`src/hw/obj_pkg.sv`:
```
package obj_pkg;

    localparam int OBJ_LANES = 4;                // number of lane units working on one line.
    localparam int TABLE_AW  = 10;               // address width of one table half.
    localparam int OBJ_WORDS = 4;                // each object spans x, y, code and attr.
    localparam int WORD_W    = 16;               // width of a VRAM word and a table word.
    localparam int POS_W     = 9;                // screen coordinates wrap at 512.
    localparam int OBJ_SIZE  = 16;               // objects are square tiles of this size.
    localparam int PAL_W     = 5;                // palette field sits in attr bits 4..0.
    localparam int PXL_W     = 9;                // output pixel is palette then code nibble.
    localparam int VRAM_AW   = 23;               // VRAM is word addressed from bit 1 up.

    // derived widths for the scanner and the lanes.
    localparam int NIB_W  = PXL_W - PAL_W;       // code bits that reach the pixel.
    localparam int WSEL_W = $clog2(OBJ_WORDS);   // selects a word inside an object.
    localparam int ENT_W  = TABLE_AW - WSEL_W;   // indexes an entry in one table half.
    localparam int OBJ_MAX = 2 ** ENT_W;         // entries per half, 256 here.
    localparam int LANE_W = $clog2(OBJ_LANES + 1); // the fill count must reach OBJ_LANES.

    // word positions inside one object entry.
    localparam logic [WSEL_W-1:0] W_X    = 2'd0;
    localparam logic [WSEL_W-1:0] W_Y    = 2'd1;
    localparam logic [WSEL_W-1:0] W_CODE = 2'd2;
    localparam logic [WSEL_W-1:0] W_ATTR = 2'd3;

    // the burst stops once this word offset has been taken.
    localparam logic [TABLE_AW-1:0] FETCH_LAST = 10'h3fe;

    // an attr word with this value ends the table walk.
    localparam logic [WORD_W-1:0] OBJ_END_ATTR = 16'hff00;

endpackage

```
`src/hw/obj_merge.sv`:
```
`timescale 1ns/1ps

module obj_merge import obj_pkg::*; (
    input  logic                       clk,
    input  logic                       rst,
    input  logic                       vb,
    input  logic [OBJ_LANES-1:0]       hit,
    input  logic [OBJ_LANES*PXL_W-1:0] color,
    output logic [PXL_W-1:0]           pxl,
    output logic                       pxl_valid
);

    logic             vb_d;                      // vb aligned with the lane outputs.
    logic             any_hit;                   // at least one lane covers this pixel.
    logic [PXL_W-1:0] pick;                      // colour of the winning lane.

    // lower lanes hold earlier table entries and win the pixel.
    always_comb begin
        any_hit = 1'b0;
        pick    = '0;
        for (int i = OBJ_LANES - 1; i >= 0; i--) begin
            if (hit[i]) begin
                any_hit = 1'b1;
                pick    = color[i*PXL_W +: PXL_W]; // a lower index overrides later.
            end
        end
    end

    always_ff @(posedge clk or posedge rst) begin
        if (rst) begin
            vb_d      <= 1'b1;
            pxl_valid <= 1'b0;
            pxl       <= '0;
        end else begin
            vb_d      <= vb;                     // matches the lane register stage.
            pxl_valid <= any_hit && !vb_d;
            pxl       <= (any_hit && !vb_d) ? pick : '0; // idle pixels read as zero.
        end
    end

endmodule

```
`config.mk`:
```
export PLATFORM = sky130hd
export DESIGN_NAME = obj_merge
export DESIGN_NICKNAME = d
export VERILOG_FILES = /design/src/hw/obj_pkg.sv /design/src/hw/obj_merge.sv
export SDC_FILE = /design/constraint.sdc
export NUM_CORES = 1
export LEC_CHECK = 0
export CORE_UTILIZATION = 25
export CTS_BUF_LIST = sky130_fd_sc_hd__clkbuf_8
export DETAILED_ROUTE_END_ITERATION = 10
export DONT_BUFFER_PORTS = 1
export GPL_TIMING_DRIVEN = 0
export PLACE_DENSITY = 0.35
export SETUP_SLACK_MARGIN = 0.05
export SYNTH_ARGS = -nofsm -noshare
export SYNTH_HDL_FRONTEND = slang
export SYNTH_SLANG_ARGS = --single-unit
```
`constraint.sdc`:
```
create_clock -name clk -period 1 [get_ports clk]
set_input_delay 0.2 -clock clk [delete_from_list [all_inputs] [get_ports clk]]
set_output_delay 0.2 -clock clk [all_outputs]
set_load 0.1 [all_outputs]
```
==> flow_metrics.tcl <==
set metrics [dict create \
    power_density_nw_per_um2 1676 \
    ir_drop_v 0.0007068 \
    p_sw_w 0.0004832 \
    seq_power_share_pct 56.1 \
    rsz0062_at_grt "yes" \
    failed_checks "negative setup slack" \
    tightest_slew_ns 0.4953 \
    dr.pass1.iters 3 \
    final_hold_viol_count 0 \
    ys_warn_count 0 \
    netlist_instances 51 \
    hold_path_startpoint "color[10]" \
    drtIter0Drc 10 \
    utilization_pct 39.69 \
    ant_nets 0 \
    crit_path_start_kind "flop" \
    syn_to_final_growth_pct 46.31 \
    cp-startpoint "pxl[1]" \
    tns_ns -0.3664 \
    switching_share_pct 36.29 \
    synth_largest_area_cell "dfrtp_1" \
    tritoncts "done" \
    grt_start_max_net_pins 12 \
    grt_overflow 0 \
    period_needed_ns 1.038 \
    mostFrequentLayoutCells "dfrtp_4, a221oi_1, o22ai_1" \
    crit_type "flop to output port" \
    skew_ns 0.001297 \
    hpwl_um 1258 \
    wl_per_cell_um 16.77 \
    grt_use_total_pct 13.57 \
    fin_crit_sh_pct 103.8 \
    syn_area_per_cell_um2 10.65 \
    n_antenna_cell 0 \
    synthesis.area_um2 543.0 \
    grt_pass1_vias 477 \
    p_comb_share_pct 13.8 \
    setup_slack_ns -0.03833 \
    fillerInstances 202 \
    required_ns 0.80 \
    r2r_end "pxl[8]" \
    drv_slew 0 \
    path_depth 0 \
    drc 0 \
    ys_seq_area_share_pct 50.92 \
    die_y_um 48.61 \
    synth_cell_types 17 \
    r2r_setup_slack_ns 0.01 \
    cts_root_buffer "clkbuf_8" \
    r2r-start "vb_d" \
    synth_seq_cells 11 \
    layout-drive-gt1-share_pct 54.24 \
    slew_headroom_pct 66.98 \
    final_common_cell "dfrtp_4" \
    critPathCapture "pxl[1]" \
    via_per_inst 5.640 \
    cp-end-kind "output port" \
    clk_latency_ns 0.23 \
    antenna_found_initial 0 \
    syn_nets 94 \
    vias 485 \
    leakagePower_nw 0.2777 \
    synth_area_leaders "dfrtp_1, a221oi_1, o22ai_1" \
    cts.sinks 11 \
    totalWireLength_um 1442 \
    power.internal_w 0.0008481 \
    dp_slack_ns -0.2449 \
    ios 53 \
    cts_max_path_buffers 2 \
    core-area_um2 2002 \
    drv_cap 0 \
    grt_pass1_wl_um 2387 \
    hold_class "input pin to flop" \
    finalSetupViolations 10 \
    h-tree-depth 1 \
    routabilityCongestion 0.7309 \
    status "complete, but fails checks" \
    critPathMaxFanout 1 \
    p_clk_share_pct 30.1 \
    cp_data_arrival_time_ns 0.84 \
    dieArea_um2 2362 \
    reg2reg_depth 4 \
    synth_top_area_share_pct 46.08 \
    cts_buffers 3 \
    initial_core_util_pct 27.13 \
    max_freq_ghz 0.9631 \
    fp-row-count 16 \
    fp.dieW_um 48.61 \
    io_buffers 0 \
    nNetsFinal 103 \
    clk_pin_slew_ns 0.04 \
]
[how the worst min path moves through the flow]
stage,endpoint,slack [ns],depth (start not counted)
after global routing,pxl_valid,0.20,3
after detailed placement,pxl[7],0.08,1
after CTS,pxl[1],0.18,2
after floorplan,pxl[7],0.05,1
after global placement,pxl[7],0.07,1
final,pxl[1],0.21,2
[power groups by stage]
stage                     sequential, W  clock (W)  combinational, W
after floorplan                0.000732          0         0.0000961
after global placement         0.000735          0          0.000114
after detailed placement       0.000735          0          0.000120
after CTS                      0.000747   0.000412          0.000170
after global routing           0.000747   0.000456          0.000201
final                          0.000746   0.000401          0.000184
[repair_timing]
item                       CTS  global route
setup endpoints to repair   19            19
buffers inserted             2             0
cloned                       0             0
pin swaps                    7             4
hold endpoints to repair    11             0
resized for setup           25             6
hold buffers                 2             0
[state kept, by name (all words and copies together) (netlist names)]
name	cells
vb_d	1
pxl_valid	1
pxl	9
[per-layer routing]
layer / global-route usage, % / routed length (um)
met1: 17.16 / 549
met2: 20.60 / 759
met3: 3.459 / 97
met4: 8.333 / 36
met5: 0 / 0
[logic make-up (layout without fill, tap and decap cells)]
group	count (synthesis)	in the layout	synth area share (%)
compound gates	18	18	27.65
buf+inv	8	16	7.372
flops	11	11	50.92
simple gates	14	14	14.06
[cells in the mapped netlist]
| cell | instances |
|---|---|
| nor2b_1 | 1 |
| o22ai_1 | 8 |
| nand2b_1 | 1 |
| dfstp_2 | 1 |
| or2_1 | 1 |
| buf_2 | 2 |
| clkinv_1 | 1 |
| nor3b_1 | 1 |
| buf_6 | 1 |
| inv_1 | 3 |
| nor3_1 | 8 |
| nor4_1 | 1 |
| a221oi_1 | 9 |
| o31ai_4 | 1 |
| dfrtp_1 | 10 |
| clkbuf_1 | 1 |
| nor2_1 | 1 |
[metrics by stage]
step	total power [W]	hold WS (ns)	cells	cell area (um^2)
6_report	0.001331	0.2072	86	794.5
5_1_grt	0.001404	0.2040	86	794.5
3_5_place_dp	0.0008553	0.08200	78	588.1
2_1_floorplan	0.0008278	0.05112	51	554.3
3_3_place_gp	0.0008492	0.07149	78	588.1
4_1_cts	0.001329	0.1782	86	765.7
[area by class of cell]
cell class / instances / area (um^2) / area share [%]
Buffer: 4 / 25.02 / 3.150
Clock buffer: 3 / 41.29 / 5.197
Clock inverter: 1 / 3.754 / 0.4724
Inverter: 4 / 15.01 / 1.890
Multi-Input combinational cell: 32 / 319.1 / 40.16
Sequential cell: 11 / 314.1 / 39.53
Tap cell: 27 / 33.78 / 4.252
Timing Repair Buffer: 4 / 42.54 / 5.354
Power figures use the tool's default switching activity.
