<file path="src/hw/obj_pkg.sv">
package obj_pkg;

    localparam int OBJ_LANES = 4;                // number of lane units working on one line.
    localparam int TABLE_AW  = 10;               // address width of one table half.
    localparam int OBJ_WORDS = 4;                // each object spans x, y, code and attr.
    localparam int WORD_W    = 16;               // width of a VRAM word and a table word.
    localparam int POS_W     = 9;                // screen coordinates wrap at 512.
    localparam int OBJ_SIZE  = 16;               // objects are square tiles of this size.
    localparam int PAL_W     = 5;                // palette field sits in attr bits 4..0.
    localparam int PXL_W     = 9;                // output pixel is palette then code nibble.
    localparam int VRAM_AW   = 23;               // VRAM is word addressed from bit 1 up.

    // derived widths for the scanner and the lanes.
    localparam int NIB_W  = PXL_W - PAL_W;       // code bits that reach the pixel.
    localparam int WSEL_W = $clog2(OBJ_WORDS);   // selects a word inside an object.
    localparam int ENT_W  = TABLE_AW - WSEL_W;   // indexes an entry in one table half.
    localparam int OBJ_MAX = 2 ** ENT_W;         // entries per half, 256 here.
    localparam int LANE_W = $clog2(OBJ_LANES + 1); // the fill count must reach OBJ_LANES.

    // word positions inside one object entry.
    localparam logic [WSEL_W-1:0] W_X    = 2'd0;
    localparam logic [WSEL_W-1:0] W_Y    = 2'd1;
    localparam logic [WSEL_W-1:0] W_CODE = 2'd2;
    localparam logic [WSEL_W-1:0] W_ATTR = 2'd3;

    // the burst stops once this word offset has been taken.
    localparam logic [TABLE_AW-1:0] FETCH_LAST = 10'h3fe;

    // an attr word with this value ends the table walk.
    localparam logic [WORD_W-1:0] OBJ_END_ATTR = 16'hff00;

endpackage

</file>
<file path="src/hw/obj_scan.sv">
`timescale 1ns/1ps

module obj_scan import obj_pkg::*; (
    input  logic                 clk,
    input  logic                 rst,
    input  logic                 hb,
    input  logic [POS_W-1:0]     vpos,
    input  logic [WORD_W-1:0]    table_data,
    output logic [TABLE_AW-1:0]  table_addr,
    output logic                 lane_clr,
    output logic [OBJ_LANES-1:0] lane_load,
    output logic [POS_W-1:0]     obj_x,
    output logic [PAL_W-1:0]     obj_pal,
    output logic [NIB_W-1:0]     obj_nib
);

    logic                scan;                   // high while the table walk runs.
    logic                hb_d;                   // hb from the previous cycle.
    logic                dvalid;                 // table_data answers a scan read.
    logic [TABLE_AW-1:0] addr_d;                 // address that table_data belongs to.
    logic [LANE_W-1:0]   fill;                   // next free lane.
    logic [LANE_W-1:0]   fill_nxt;
    logic [POS_W-1:0]    x_r;                    // x of the object being read.
    logic [POS_W-1:0]    y_r;                    // y of the object being read.
    logic [NIB_W-1:0]    nib_r;                  // low code bits of the object being read.
    logic [WSEL_W-1:0]   wsel;
    logic [POS_W-1:0]    dy;
    logic                at_attr;
    logic                is_end;
    logic                visible;
    logic                last_ent;
    logic                load_now;

    assign wsel     = addr_d[WSEL_W-1:0];        // word index of the returning data.
    assign at_attr  = scan && dvalid && (wsel == W_ATTR);
    assign is_end   = (table_data == OBJ_END_ATTR);
    assign dy       = vpos - y_r;                // wraps modulo 512 like the screen.
    assign visible  = (dy < POS_W'(OBJ_SIZE));   // line falls inside the object rows.
    assign last_ent = (addr_d[TABLE_AW-1:WSEL_W] == ENT_W'(OBJ_MAX - 1));
    assign load_now = at_attr && !is_end && visible;
    assign fill_nxt = fill + 1'b1;

    always_ff @(posedge clk or posedge rst) begin
        if (rst) begin
            scan       <= 1'b0;
            hb_d       <= 1'b0;
            dvalid     <= 1'b0;
            addr_d     <= '0;
            table_addr <= '0;
            fill       <= '0;
            lane_clr   <= 1'b0;
            lane_load  <= '0;
        end else begin
            hb_d      <= hb;
            lane_clr  <= 1'b0;                   // both strobes last a single cycle.
            lane_load <= '0;
            if (!scan) begin
                dvalid <= 1'b0;
                if (hb && !hb_d) begin           // horizontal blank has just begun.
                    scan       <= 1'b1;
                    lane_clr   <= 1'b1;          // lanes drop last line's objects.
                    table_addr <= '0;
                    fill       <= '0;
                end
            end else if (!hb) begin
                scan <= 1'b0;                    // lanes must stay fixed during the line.
            end else begin
                dvalid     <= 1'b1;
                addr_d     <= table_addr;        // tracks the read in flight.
                table_addr <= table_addr + 1'b1; // next read goes out while data returns.
                if (at_attr) begin
                    if (load_now) begin
                        lane_load <= OBJ_LANES'(1) << fill;
                        fill      <= fill_nxt;
                    end
                    if (is_end || last_ent || (load_now && fill_nxt == LANE_W'(OBJ_LANES))) begin
                        scan <= 1'b0;            // marker, end of table or all lanes busy.
                    end
                end
            end
        end
    end

    always_ff @(posedge clk) begin
        if (dvalid) begin
            case (wsel)
                W_X:     x_r   <= table_data[POS_W-1:0];
                W_Y:     y_r   <= table_data[POS_W-1:0];
                W_CODE:  nib_r <= table_data[NIB_W-1:0];
                default: ;                       // attr is used as it arrives.
            endcase
        end
        if (load_now) begin
            obj_x   <= x_r;                      // valid together with lane_load.
            obj_pal <= table_data[PAL_W-1:0];
            obj_nib <= nib_r;
        end
    end

    // a lane is only loaded while the line is still blanked.
    assert property (@(posedge clk) disable iff (rst) (|lane_load) |-> hb);

endmodule

</file>
<file path="config.mk">
export PLATFORM = sky130hd
export DESIGN_NAME = obj_scan
export DESIGN_NICKNAME = d
export VERILOG_FILES = /design/src/hw/obj_pkg.sv /design/src/hw/obj_scan.sv
export SDC_FILE = /design/constraint.sdc
export NUM_CORES = 1
export LEC_CHECK = 0
export ABC_AREA = 1
export ABC_CLOCK_PERIOD_IN_PS = 2800
export BUFFER_PORTS_ARGS = -buffer_cell sky130_fd_sc_hd__buf_2
export CAP_MARGIN = 20
export CORE_UTILIZATION = 50
export CTS_CLUSTER_SIZE = 24
export DETAILED_ROUTE_END_ITERATION = 10
export GPL_TIMING_DRIVEN = 0
export PLACE_DENSITY = 0.7
export SLEW_MARGIN = 20
export SYNTH_ARGS = -nofsm -noshare
export SYNTH_HDL_FRONTEND = slang
export SYNTH_SLANG_ARGS = --single-unit
</file>
<file path="constraint.sdc">
create_clock -name clk -period 2.8 [get_ports clk]
set_input_delay 0.42 -clock clk [delete_from_list [all_inputs] [get_ports clk]]
set_output_delay 0.42 -clock clk [all_outputs]
set_load 0.01 [all_outputs]
</file>
==> metrics.txt <==
Area Growth Syn to Fin 19.4%; Crit Path Class flip-flop to flip-flop; pwr dens 625 nW/µm²; Seq pwr share 52.7%; WP data required 2780 ps; Crit path max-delay family simple AND/OR/NAND/NOR gates; drt first pass iters 4; Worst setup SP type flip-flop; layout cells sized above 1 22.5%; Port Buffer Count 60; setup TNS 0 ps; top_reg_cell synth edfxtp_1; Net Sw Power 647 µW; Slew HR 50.9%; post-CTS setup buffers 0; CP bufs+invs 3; WL/cell 13.2 µm; critical path depth 9; Die X 81.3 µm; endpoint class of the critical path flip-flop; Tcrit/Tclk final 87.5%; Leak 0.00176 µW; HP Class input pin to asynchronous set/reset pin; Starting Density 52.4%; vias in the first global route 2129; Comb pwr share 11.6%; CTS Buffer Depth 2; maxcap violations 0; RSZ-0062 raised after global routing no; CTS tree done; Seq cells post-synth 71; Clock Power Share 35.6%; clock root buffer clkbuf_8; io pins 61; Slew Limit Fails 0; Syn Inst Count 310; Worst-path clk slew 80 ps; DP Cell Count 445; commonest cells after routing, fill and taps aside nand2_1, buf_2, inv_1; Fmax achieved 408 MHz; largest net degree at the start of global routing 32; die height 81.3 µm; worst-margin pin slew 732 ps; Routed Antenna Nets 0; total number of vias 2287; VDD IR max 0.385 mV; drt drc 0; total gr overflow 0; n_diodes 0; Synthesized Nets 352; clock latency on the worst-skew pair 350 ps; H-Tree Depth 3; Die ar. 6600 µm²; FF-to-FF path depth 9; final hold vios 0; Switching Share 27.6%; Period minus WS final 2450 ps; initial antenna violation count 0; Crit-path slowest cell clkinvlp_4; Final HPWL DP 4.47 mm; CTS sink cnt 71; final setup skew 7.58 ps; YS warnings 0; Critical path origin y_r[4]$_DFFE_PP_; Detailed Route WL 6.07 mm; Largest stage delay, worst path 440 ps; R2R Setup Slk 350 ps; FFs w/ async S/R, synth 43.7%; Num CTS Buffers 9; crit path DAT 2430 ps; Overall Global Routing Usage 20.5%; Final Setup Violations 0; Starting DRT DRC Count 86; non-filler instance count after layout 461; status complete, no violations; reg-to-reg startpoint y_r[4]$_DFFE_PP_; nets 423; internal power 1700 µW; Critical Path, Cell by Cell inv_1 -> ha_1 -> nand2_1 -> inv_1 -> nand2_1 -> nand4_1 -> and3_1 -> nand4_1 -> clkinvlp_4; most common cell after layout, fill and taps aside nand2_1; post-synthesis cell area 3140 µm²; critical path endpoint obj_x[8]$_DFFE_PN_; area of the core 5990 µm²; row count 28; via/cell ratio 4.96; Mapped Avg Cell Area 10.1 µm²; reg-to-reg endpoint obj_x[8]$_DFFE_PN_; sequential area share after synthesis 62.9%; largest driver fanout on the critical path 18; Post-synth EDFFs 40; first-pass GRT wire length 9.60 mm; Distinct cells, synth 30; GP Congestion 0.801
==> per-layer routing <==
metal / GRT usage, % / routed length [µm]
met5: 0 / 0
met4: 9.82 / 124
met3: 5.84 / 299
met2: 33.8 / 2930
met1: 24.8 / 2710
==> metrics by stage <==
step | util (%) | worst slack (ps) | hold WS, ps | total power, µW | cell area (µm²)
final | 62.6 | 350 | 147 | 2340 | 3750
after detailed placement | 59.2 | 9.27 | 405 | 1530 | 3550
after CTS | 62.6 | 188 | 155 | 2370 | 3750
after global routing | 62.6 | 139 | 198 | 2460 | 3750
after global placement | 59.0 | 77.3 | 402 | 1520 | 3540
after floorplan | - | 509 | 400 | 1420 | 3140
==> sequential cells by signal (all words and copies together) (netlist names) <==
signal / count
addr_d: 10
table_addr: 10
obj_x: 9
x_r: 9
y_r: 9
obj_pal: 5
lane_load: 4
nib_r: 4
obj_nib: 4
fill: 3
dvalid: 1
hb_d: 1
lane_clr: 1
scan: 1
==> final cells by class <==
| type | count | area [µm²] |
|---|---|---|
| Buffer | 3 | 11.3 |
| Clock buffer | 9 | 124 |
| Clock inverter | 7 | 78.8 |
| Fill cell | 493 | 2240 |
| Inverter | 53 | 203 |
| Multi-Input combinational cell | 183 | 965 |
| Sequential cell | 71 | 1980 |
| Tap cell | 75 | 93.8 |
| Timing Repair Buffer | 60 | 300 |
==> logic make-up (layout without fill, tap and decap cells) <==
logic type / Yosys count / count (layout) / share of synthesized area (%)
flip-flops: 71 / 71 / 62.9
XOR/XNOR: 2 / 2 / 0.558
AO/OA/AOI/OAI: 32 / 32 / 5.81
AND/OR/NAND/NOR: 135 / 135 / 18.4
buffers and inverters: 56 / 132 / 6.69
adder cells (fa/ha/maj): 14 / 14 / 5.58
==> how the worst min path moves through the flow <==
stage / slack (ps) / endpoint / from
after floorplan: 400 / obj_nib[0]$_DFFE_PN_ / nib_r[0]$_DFFE_PP_
after global placement: 400 / obj_nib[0]$_DFFE_PN_ / nib_r[0]$_DFFE_PP_
after detailed placement: 400 / obj_nib[0]$_DFFE_PN_ / nib_r[0]$_DFFE_PP_
after CTS: 150 / table_addr[7]$_DFFE_PP0P_ / rst
after global routing: 200 / table_addr[7]$_DFFE_PP0P_ / rst
final: 150 / table_addr[5]$_DFFE_PP0P_ / rst
==> power by group through the flow <==
stage / sequential [µW] / clock (µW) / combinational [µW]
floorplan: 1250 / 0 / 177
global placement: 1250 / 0 / 262
detailed placement: 1260 / 0 / 275
CTS: 1240 / 857 / 275
global route: 1250 / 895 / 315
finish: 1240 / 835 / 272
==> what timing repair did <==
action                                  4_1_cts  5_1_grt
resized for setup                             0        1
endpoints found under the setup margin        0       18
hold buffers                                  0        0
==> cell usage after synthesis, drive strengths merged, types with 2 or more instances <==
cell type / count / area, µm²
dfrtp: 31 / 776
inv: 53 / 199
o21ai: 19 / 95.1
a21oi: 8 / 47.6
nand2: 76 / 288
o32ai: 2 / 17.5
nand3: 12 / 60.1
edfxtp: 40 / 1200
nand4: 10 / 62.6
nor2: 27 / 104
ha: 14 / 175
clkbuf: 3 / 11.3
nor3: 4 / 25.0
==> worst register-to-register path, stage by stage, from the launching register on <==
cell and delay, ps:
edfxtp_1 370, inv_1 70, ha_1 270, nand2_1 140, inv_1 50, nand2_1 80
nand4_1 170, and3_1 240, nand4_1 250, clkinvlp_4 440
Power figures use the tool's default switching activity.
