--- src/hw/obj_pkg.sv ---
package obj_pkg;

    localparam int OBJ_LANES = 4;                // number of lane units working on one line.
    localparam int TABLE_AW  = 10;               // address width of one table half.
    localparam int OBJ_WORDS = 4;                // each object spans x, y, code and attr.
    localparam int WORD_W    = 16;               // width of a VRAM word and a table word.
    localparam int POS_W     = 9;                // screen coordinates wrap at 512.
    localparam int OBJ_SIZE  = 16;               // objects are square tiles of this size.
    localparam int PAL_W     = 5;                // palette field sits in attr bits 4..0.
    localparam int PXL_W     = 9;                // output pixel is palette then code nibble.
    localparam int VRAM_AW   = 23;               // VRAM is word addressed from bit 1 up.

    // derived widths for the scanner and the lanes.
    localparam int NIB_W  = PXL_W - PAL_W;       // code bits that reach the pixel.
    localparam int WSEL_W = $clog2(OBJ_WORDS);   // selects a word inside an object.
    localparam int ENT_W  = TABLE_AW - WSEL_W;   // indexes an entry in one table half.
    localparam int OBJ_MAX = 2 ** ENT_W;         // entries per half, 256 here.
    localparam int LANE_W = $clog2(OBJ_LANES + 1); // the fill count must reach OBJ_LANES.

    // word positions inside one object entry.
    localparam logic [WSEL_W-1:0] W_X    = 2'd0;
    localparam logic [WSEL_W-1:0] W_Y    = 2'd1;
    localparam logic [WSEL_W-1:0] W_CODE = 2'd2;
    localparam logic [WSEL_W-1:0] W_ATTR = 2'd3;

    // the burst stops once this word offset has been taken.
    localparam logic [TABLE_AW-1:0] FETCH_LAST = 10'h3fe;

    // an attr word with this value ends the table walk.
    localparam logic [WORD_W-1:0] OBJ_END_ATTR = 16'hff00;

endpackage

--- src/hw/obj_lane.sv ---
`timescale 1ns/1ps

module obj_lane import obj_pkg::*; (
    input  logic             clk,
    input  logic             rst,
    input  logic             clr,
    input  logic             load,
    input  logic [POS_W-1:0] obj_x,
    input  logic [PAL_W-1:0] obj_pal,
    input  logic [NIB_W-1:0] obj_nib,
    input  logic [POS_W-1:0] hpos,
    input  logic             hb,
    output logic             hit,
    output logic [PXL_W-1:0] color
);

    logic             full;                      // the lane holds an object.
    logic [POS_W-1:0] x_r;                       // left edge of the held object.
    logic [PXL_W-1:0] col_r;                     // colour of the held object.
    logic [POS_W-1:0] dx;
    logic             in_span;

    assign dx      = hpos - x_r;                 // wraps modulo 512 like the screen.
    assign in_span = (dx < POS_W'(OBJ_SIZE));    // covers x up to x+15.

    always_ff @(posedge clk or posedge rst) begin
        if (rst) begin
            full <= 1'b0;
            hit  <= 1'b0;
        end else begin
            if (clr) begin
                full <= 1'b0;                    // emptied at the start of each blank.
            end else if (load) begin
                full <= 1'b1;
            end
            hit <= full && !hb && in_span;       // no hits while the beam is blanked.
        end
    end

    always_ff @(posedge clk) begin
        if (load) begin
            x_r   <= obj_x;
            col_r <= {obj_pal, obj_nib};         // palette above the code nibble.
        end
        color <= col_r;                          // lines up with hit.
    end

    // the scanner never clears and loads a lane in one cycle.
    assert property (@(posedge clk) disable iff (rst) !(load && clr));

endmodule

--- config.mk ---
export PLATFORM = sky130hd
export DESIGN_NAME = obj_lane
export DESIGN_NICKNAME = d
export VERILOG_FILES = /design/src/hw/obj_pkg.sv /design/src/hw/obj_lane.sv
export SDC_FILE = /design/constraint.sdc
export NUM_CORES = 1
export LEC_CHECK = 0
export BUFFER_PORTS_ARGS = -buffer_cell sky130_fd_sc_hd__buf_2
export CAP_MARGIN = 20
export CORE_UTILIZATION = 42
export DETAILED_ROUTE_END_ITERATION = 8
export PLACE_DENSITY_LB_ADDON = 0.15
export SLEW_MARGIN = 20
export SYNTH_ARGS = -nofsm -noshare
export SYNTH_HDL_FRONTEND = slang
export SYNTH_SLANG_ARGS = --single-unit
--- constraint.sdc ---
create_clock -name clk -period 1.6 [get_ports clk]
set_input_delay 0.08 -clock clk [delete_from_list [all_inputs] [get_ports clk]]
set_output_delay 0.08 -clock clk [all_outputs]
set_load 0.005 [all_outputs]
==> results.md, run 1 <==
* Outcome: finished with violations
* Failing checks: setup timing
* Worst setup path class: register to register
* Relative slew slack at 73.22%
* Global placement routability congestion at 0.7547
* Worst Hold Depth at 4
* Port bufs at 41
* Mapped cell area at 0.001105 mm²
* Initial DRC Count at 3
* Largest net degree at the start of global routing at 20
* Sequential share of the synthesized area at 69.76%
* Initial antenna violation count at 0
* Clk root buf: clkbuf_4
* Peak supply drop at 0.0008224 V
* Critical path depth in cells at 6
* Routed Antenna Nets at 0
* Post-synth EDFFs at 18
* Die Span X at 53.29 µm
* Max-cap violations at 0
* Total grt overflow at 0
* Min-delay worst type: input pin to register
* Nets@finish at 186
* Syn. warnings at 0
* Slew Viols, Final at 0
* Drt total wl at 2208 µm
* Die height at 53.29 µm
* CP Capture Type: register
* Total die area at 0.002840 mm²
* GRT Util Overall at 17.51%
* Crit path max fanout at 5
* WL per Instance at 12.40 µm
* Crit-path cells: inv_1 -> ha_1 -> a211o_4 -> a211oi_2 -> mux2i_1 -> nor3_2
* Drt first pass iters at 2
* Vias in the first global route at 823
* Vias per cell at 4.691
* Clock Sinks at 29
* Starting Density at 44.60%
* Final setup fails at 1
* DP HPWL at 1381 µm
* CTS Buffer Depth at 2
* First-pass GRT wire length at 3305 µm
* Placed cells at 150
* RSZ-0062 raised after global routing: yes
* Residual DRC count at 0
* Post-place instance area at 0.001370 mm²
* Layout Cells excl Fill at 178
* Power per cell area at 961.3 mW/mm²
* Final cell utilization of the core at 69.14%
* Cell Rows at 18
* Final Hold Vio Count at 0
* TritonCTS clock tree: yes
* #FFs+latches synth at 29
* Setup bufs post-CTS at 0
* Largest stage delay, worst path at 380 ps
* Worst-path clk slew at 90 ps
* Post-synth net total at 115
* Slew @ Worst Pin at 401.7 ps
* Share of layout cells above drive strength 1 at 42.57%
* FMAX at 588.7 MHz
* Post-synth cell types at 26
* IO Pins at 42
* Setup TNS at -98.73 ps
* Syn avg cell area at 14.54 µm²
* Syn Inst Count at 76
* Fin crit period at 1699 ps
* Fraction of registers with async set/reset at 6.897%
* Fin crit share at 106.2%
* Slowest-stage cell, CP: edfxtp_1
* Post-route cell area at 0.001713 mm²
* CP Data Required Time at 1810 ps
* Worst EP arrival at 1910 ps
* Area growth, synth to finish at 55.04%
* Core Footprint at 0.002477 mm²
* Startpoint Class: register
* CP delay by family, top: compound AO/OA/AOI/OAI gates
* CP Buf/Inv Count at 1
* Dominant synthesized flop cell: edfxtp_1
* Post-route setup slack at -98.73 ps
* R2r worst-path depth at 6
* CTS buffer count at 5
* Skew final at 6.601 ps
* Antenna diodes at 0
* CTS H-tree lvls at 2
* Vias post-DR at 835
* Dpl ws at -97.19 ps
* Worst skew pair latency at 320 ps
* Leak at 0.7641 nW
==> worst paths after layout <==
check / to / slack [ps] / start
max: hit$_DFF_PP0_ / -100 / x_r[1]$_DFFE_PP_
min: hit$_DFF_PP0_ / 80 / hb
max reg2reg: hit$_DFF_PP0_ / -100 / x_r[1]$_DFFE_PP_
min reg2reg: color[2]$_DFF_P_ / 340 / col_r[2]$_DFFE_PP_
max in group asynchronous: full$_DFFE_PP0P_ / 1310 / rst
min in group asynchronous: hit$_DFF_PP0_ / 170 / rst
==> cell families (layout without fill, tap and decap cells) <==
family          after synthesis  in the layout  synth area share, %
compound gates               14             14                10.08
mux                           1              1               0.9060
xor+xnor                      1              1               0.7929
flops                        29             29                69.76
fa+ha+maj                     7              7                7.927
buf+inv                       9             81                3.058
simple gates                 15             15                7.476
==> state kept, by name, indices dropped and copies added, names as in the netlist <==
name,cells
col_r,9
color,9
full,1
hit,1
x_r,9
==> metal layers <==
layer / vias up / GRT usage [%] / share of wire [%]
li1: 421 / - / -
met1: 390 / 16.45 / 38
met2: 20 / 32.08 / 56
met3: 4 / 4.885 / 4.5
met4: 0 / 11.84 / 1.4
met5: - / 0 / 0
==> cells in the mapped netlist, drive strengths merged, types with 2 or more instances <==
cell | instances | area, µm²
ha | 7 | 87.58
dfxtp | 9 | 180.2
nor2 | 2 | 7.510
a21o | 2 | 15.01
edfxtp | 18 | 540.5
a211o | 2 | 17.52
nand3 | 2 | 10.01
a211oi | 3 | 27.52
dfrtp | 2 | 50.05
nor3 | 4 | 20.02
inv | 9 | 33.78
nor2b | 3 | 18.77
==> power breakdown <==
group	switching [W]	leakage, nW	internal [W]	total [W]
sequential	0.0000153	0.279	0.000854	0.000869
clock	0.000238	0.0413	0.000254	0.000493
combinational	0.000128	0.444	0.000157	0.000285
==> layout by cell type (no fill, tap or decap), drive strengths merged, types with 2 or more instances in the layout <==
cell | synthesis | layout
dlygate4sd3 | 0 | 20
edfxtp | 18 | 18
dfxtp | 9 | 9
nor2b | 3 | 3
ha | 7 | 7
nor2 | 2 | 2
inv | 9 | 9
a211o | 2 | 2
clkbuf | 0 | 7
a211oi | 3 | 3
nand3 | 2 | 2
buf | 0 | 44
nor3 | 4 | 4
dfrtp | 2 | 2
a21o | 2 | 2
==> layout make-up <==
| cell class | instances | area (µm²) |
|---|---|---|
| Sequential cell | 29 | 770.7 |
| Fill cell | 178 | 764.5 |
| Timing Repair Buffer | 64 | 427.9 |
| Multi-Input combinational cell | 38 | 372.9 |
| Clock buffer | 7 | 65.06 |
| Tap cell | 30 | 37.54 |
| Inverter | 9 | 33.78 |
| Clock inverter | 1 | 5.005 |
==> timing repair <==
item | in CTS | in global routing
cloned | 0 | 0
pin swaps | 2 | 2
resized for setup | 3 | 8
hold endpoints to repair | 21 | 0
endpoints found under the setup margin | 1 | 1
hold buffers | 20 | 0
==> worst reg2reg max path, stage by stage (launching register included) <==
cell and delay (ps):
edfxtp_1 380, inv_1 60, ha_1 220, a211o_4 360, a211oi_2 250, mux2i_1 260, nor3_2 60
==> through the flow <==
stage                     hold WS (ps)  total power [W]
final                            80.07         0.001647
after global routing             63.91         0.001718
after CTS                        29.28         0.001631
after detailed placement        -57.38         0.001093
after global placement          -60.09         0.001083
after floorplan                 -178.8        0.0009933
No activity file was read; power rests on OpenSTA's default activity.
==> run 2: changes to the inputs <==
RECOVER_POWER = 100   (was default)
==> run 2 against run 1 <==
Effect of this change: fmax hardly changed; the flow still finishes with violations (setup timing); register-to-register slack hardly changed; clock-buffer cell count stayed put; largest power group unchanged; wire length is 0.18% lower.
==> results.md, run 2 (synthesis gave the netlist of run 1 again) <==
* CTS buffer count at 5 (unchanged)
* Worst Setup EP: hit$_DFF_PP0_
* Most frequent cells in the layout: 35 x buf_2, 20 x dlygate4sd3_1, 18 x edfxtp_1
* Worst setup path class: register to register
* Post-route setup slack at -98.88 ps (-0.1534 ps)
* CTS H-tree lvls at 2 (unchanged)
* WL per Instance at 12.38 µm (-0.18%)
* Largest stage delay, worst path at 380 ps (about the same)
* Worst skew pair latency at 320 ps (about the same)
* Final Hold Vio Count at 0 (unchanged)
* Starting Density at 44.60% (unchanged)
* DP HPWL at 1381 µm (unchanged)
* Peak supply drop at 0.0008230 V (about the same)
* Clock Sinks at 29 (unchanged)
* Global placement routability congestion at 0.7547 (unchanged)
* Outcome: finished with violations
* Vias per cell at 4.691 (unchanged)
* TritonCTS clock tree: yes
* Leak at 0.7459 nW (-2.4%)
* Routed Antenna Nets at 0 (unchanged)
* Worst setup path start: x_r[1]$_DFFE_PP_
* Total die area at 0.002840 mm² (unchanged)
* Commonest non-fill, non-tap cell in the layout: buf_2
* Drt first pass iters at 2 (unchanged)
* Post-route cell area at 0.001705 mm² (-0.44%)
* Critical path depth in cells at 6 (unchanged)
* CP Capture Type: register
* Antenna diodes at 0 (unchanged)
* Worst-path clk slew at 90 ps (about the same)
* GRT Util Overall at 17.51% (unchanged)
* Design Power at 0.001645 W (about the same)
* Largest net degree at the start of global routing at 20 (unchanged)
* Placed cells at 150 (unchanged)
* Vias in the first global route at 823 (unchanged)
* Skew final at 6.515 ps (-0.08537 ps)
* First-pass GRT wire length at 3305 µm (unchanged)
* Clk root buf: clkbuf_4
* Startpoint Class: register
* Drt total wl at 2204 µm (-0.18%)
* Initial DRC Count at 2 (-1)
* FMAX at 588.6 MHz (about the same)
* Slew @ Worst Pin at 956.8 ps (+555.1 ps)
* Crit path max fanout at 5 (unchanged)
* Max-cap violations at 0 (unchanged)
* Share of layout cells above drive strength 1 at 38.51% (-4.1 points)
* RR Startpoint: x_r[1]$_DFFE_PP_
* Port bufs at 41 (unchanged)
* Die height at 53.29 µm (unchanged)
* Min-delay worst type: input pin to register
* Crit-path cells: inv_1 -> ha_1 -> a211o_4 -> a211oi_2 -> mux2i_1 -> nor3_2
* Initial antenna violation count at 0 (unchanged)
* CP Buf/Inv Count at 1 (unchanged)
* Power per cell area at 964.8 mW/mm² (+0.36%)
* Hold Slack at 79.86 ps (-0.2120 ps)
* Failing checks: setup timing
* RR Endpoint: hit$_DFF_PP0_
* Die Span X at 53.29 µm (unchanged)
* Final cell utilization of the core at 68.84% (-0.30 points)
* Core Footprint at 0.002477 mm² (unchanged)
* Top Registers: col_r: 9 flops, color: 9 flops, x_r: 9 flops
* Fin crit share at 106.2% (about the same)
* Nets@finish at 186 (unchanged)
* Fin crit period at 1699 ps (+0.1534 ps)
* CP delay by family, top: compound AO/OA/AOI/OAI gates
* Slew Viols, Final at 0 (unchanged)
* Cell Rows at 18 (unchanged)
* CP Data Required Time at 1810 ps (about the same)
* Post-place instance area at 0.001370 mm² (unchanged)
* Slowest-stage cell, CP: edfxtp_1
* Area growth, synth to finish at 54.36%
* CTS Buffer Depth at 2 (unchanged)
* Worst R2R Setup Slack at -100 ps (about the same)
* Residual DRC count at 0 (unchanged)
* Layout Cells excl Fill at 178 (unchanged)
* Final setup fails at 1 (unchanged)
* R2r worst-path depth at 6 (unchanged)
* Relative slew slack at 36.21% (-37 points)
* RSZ-0062 raised after global routing: yes
* Total grt overflow at 0 (unchanged)
* Worst EP arrival at 1910 ps (about the same)
* IO Pins at 42 (unchanged)
* Vias post-DR at 835 (unchanged)
==> run 2: cell types whose count changed in the layout (fill, tap and decap cells not counted) <==
cell,before,now
buf_2,41,35
clkbuf_1,0,6
==> run 2: worst min-delay path by stage <==
stage          startpoint               end  depth (start not counted)
6_report               hb     hit$_DFF_PP0_                          4
5_1_grt                hb     hit$_DFF_PP0_                          4
4_1_cts                hb     hit$_DFF_PP0_                          4
3_5_place_dp          rst  full$_DFFE_PP0P_                          2
3_3_place_gp          rst  full$_DFFE_PP0P_                          2
2_1_floorplan         rst  full$_DFFE_PP0P_                          1
==> run 2: area by class of cell <==
class                           instances  area, µm²
Clock buffer                            7      65.06
Clock inverter                          1      5.005
Fill cell                             182      772.0
Inverter                                9      33.78
Multi-Input combinational cell         38      372.9
Sequential cell                        29      770.7
Tap cell                               30      37.54
Timing Repair Buffer                   64      420.4
==> run 2: layer usage <==
| layer | vias to the layer above | wire, µm | global-route usage (%) | share of wire [%] |
|---|---|---|---|---|
| met1 | 390 | 843 | 16.45 | 38 |
| li1 | 421 | - | - | - |
| met3 | 4 | 98 | 4.885 | 4.4 |
| met5 | - | 0 | 0 | 0 |
| met4 | 0 | 30 | 11.84 | 1.4 |
| met2 | 20 | 1231 | 32.08 | 56 |
==> run 2: per-stage QoR <==
stage / setup slack (ps) / TNS [ps]
2_1_floorplan: 12.41 / 0
3_3_place_gp: -69.49 / -69.49
3_5_place_dp: -97.19 / -97.19
4_1_cts: -77.09 / -77.09
5_1_grt: -151.1 / -151.1
6_report: -98.88 / -98.88
==> run 2: repair_timing <==
action	CTS	global route
hold buffers	20	0
buffers inserted	0	0
resized for setup	3	8
pin swaps	2	2
endpoints found under the setup margin	1	1
hold endpoints to repair	21	0
==> run 2: worst reg2reg max path: cells and delay by family, from the launching register on <==
kind,cells,cell delay (ps)
adders and majority gates,1,220
AOI/OAI and AO/OA,2,610
and+or+nand+nor,1,60
buffers and inverters,1,60
DFF,1,380
muxes,1,260
==> run 2: where the power goes <==
group	switching (W)	leakage (nW)	internal (W)
Clock	0.000239	0.0413	0.000254
Combinational	0.000128	0.426	0.000154
Sequential	0.0000155	0.279	0.000854
Total	0.000382	0.746	0.00126
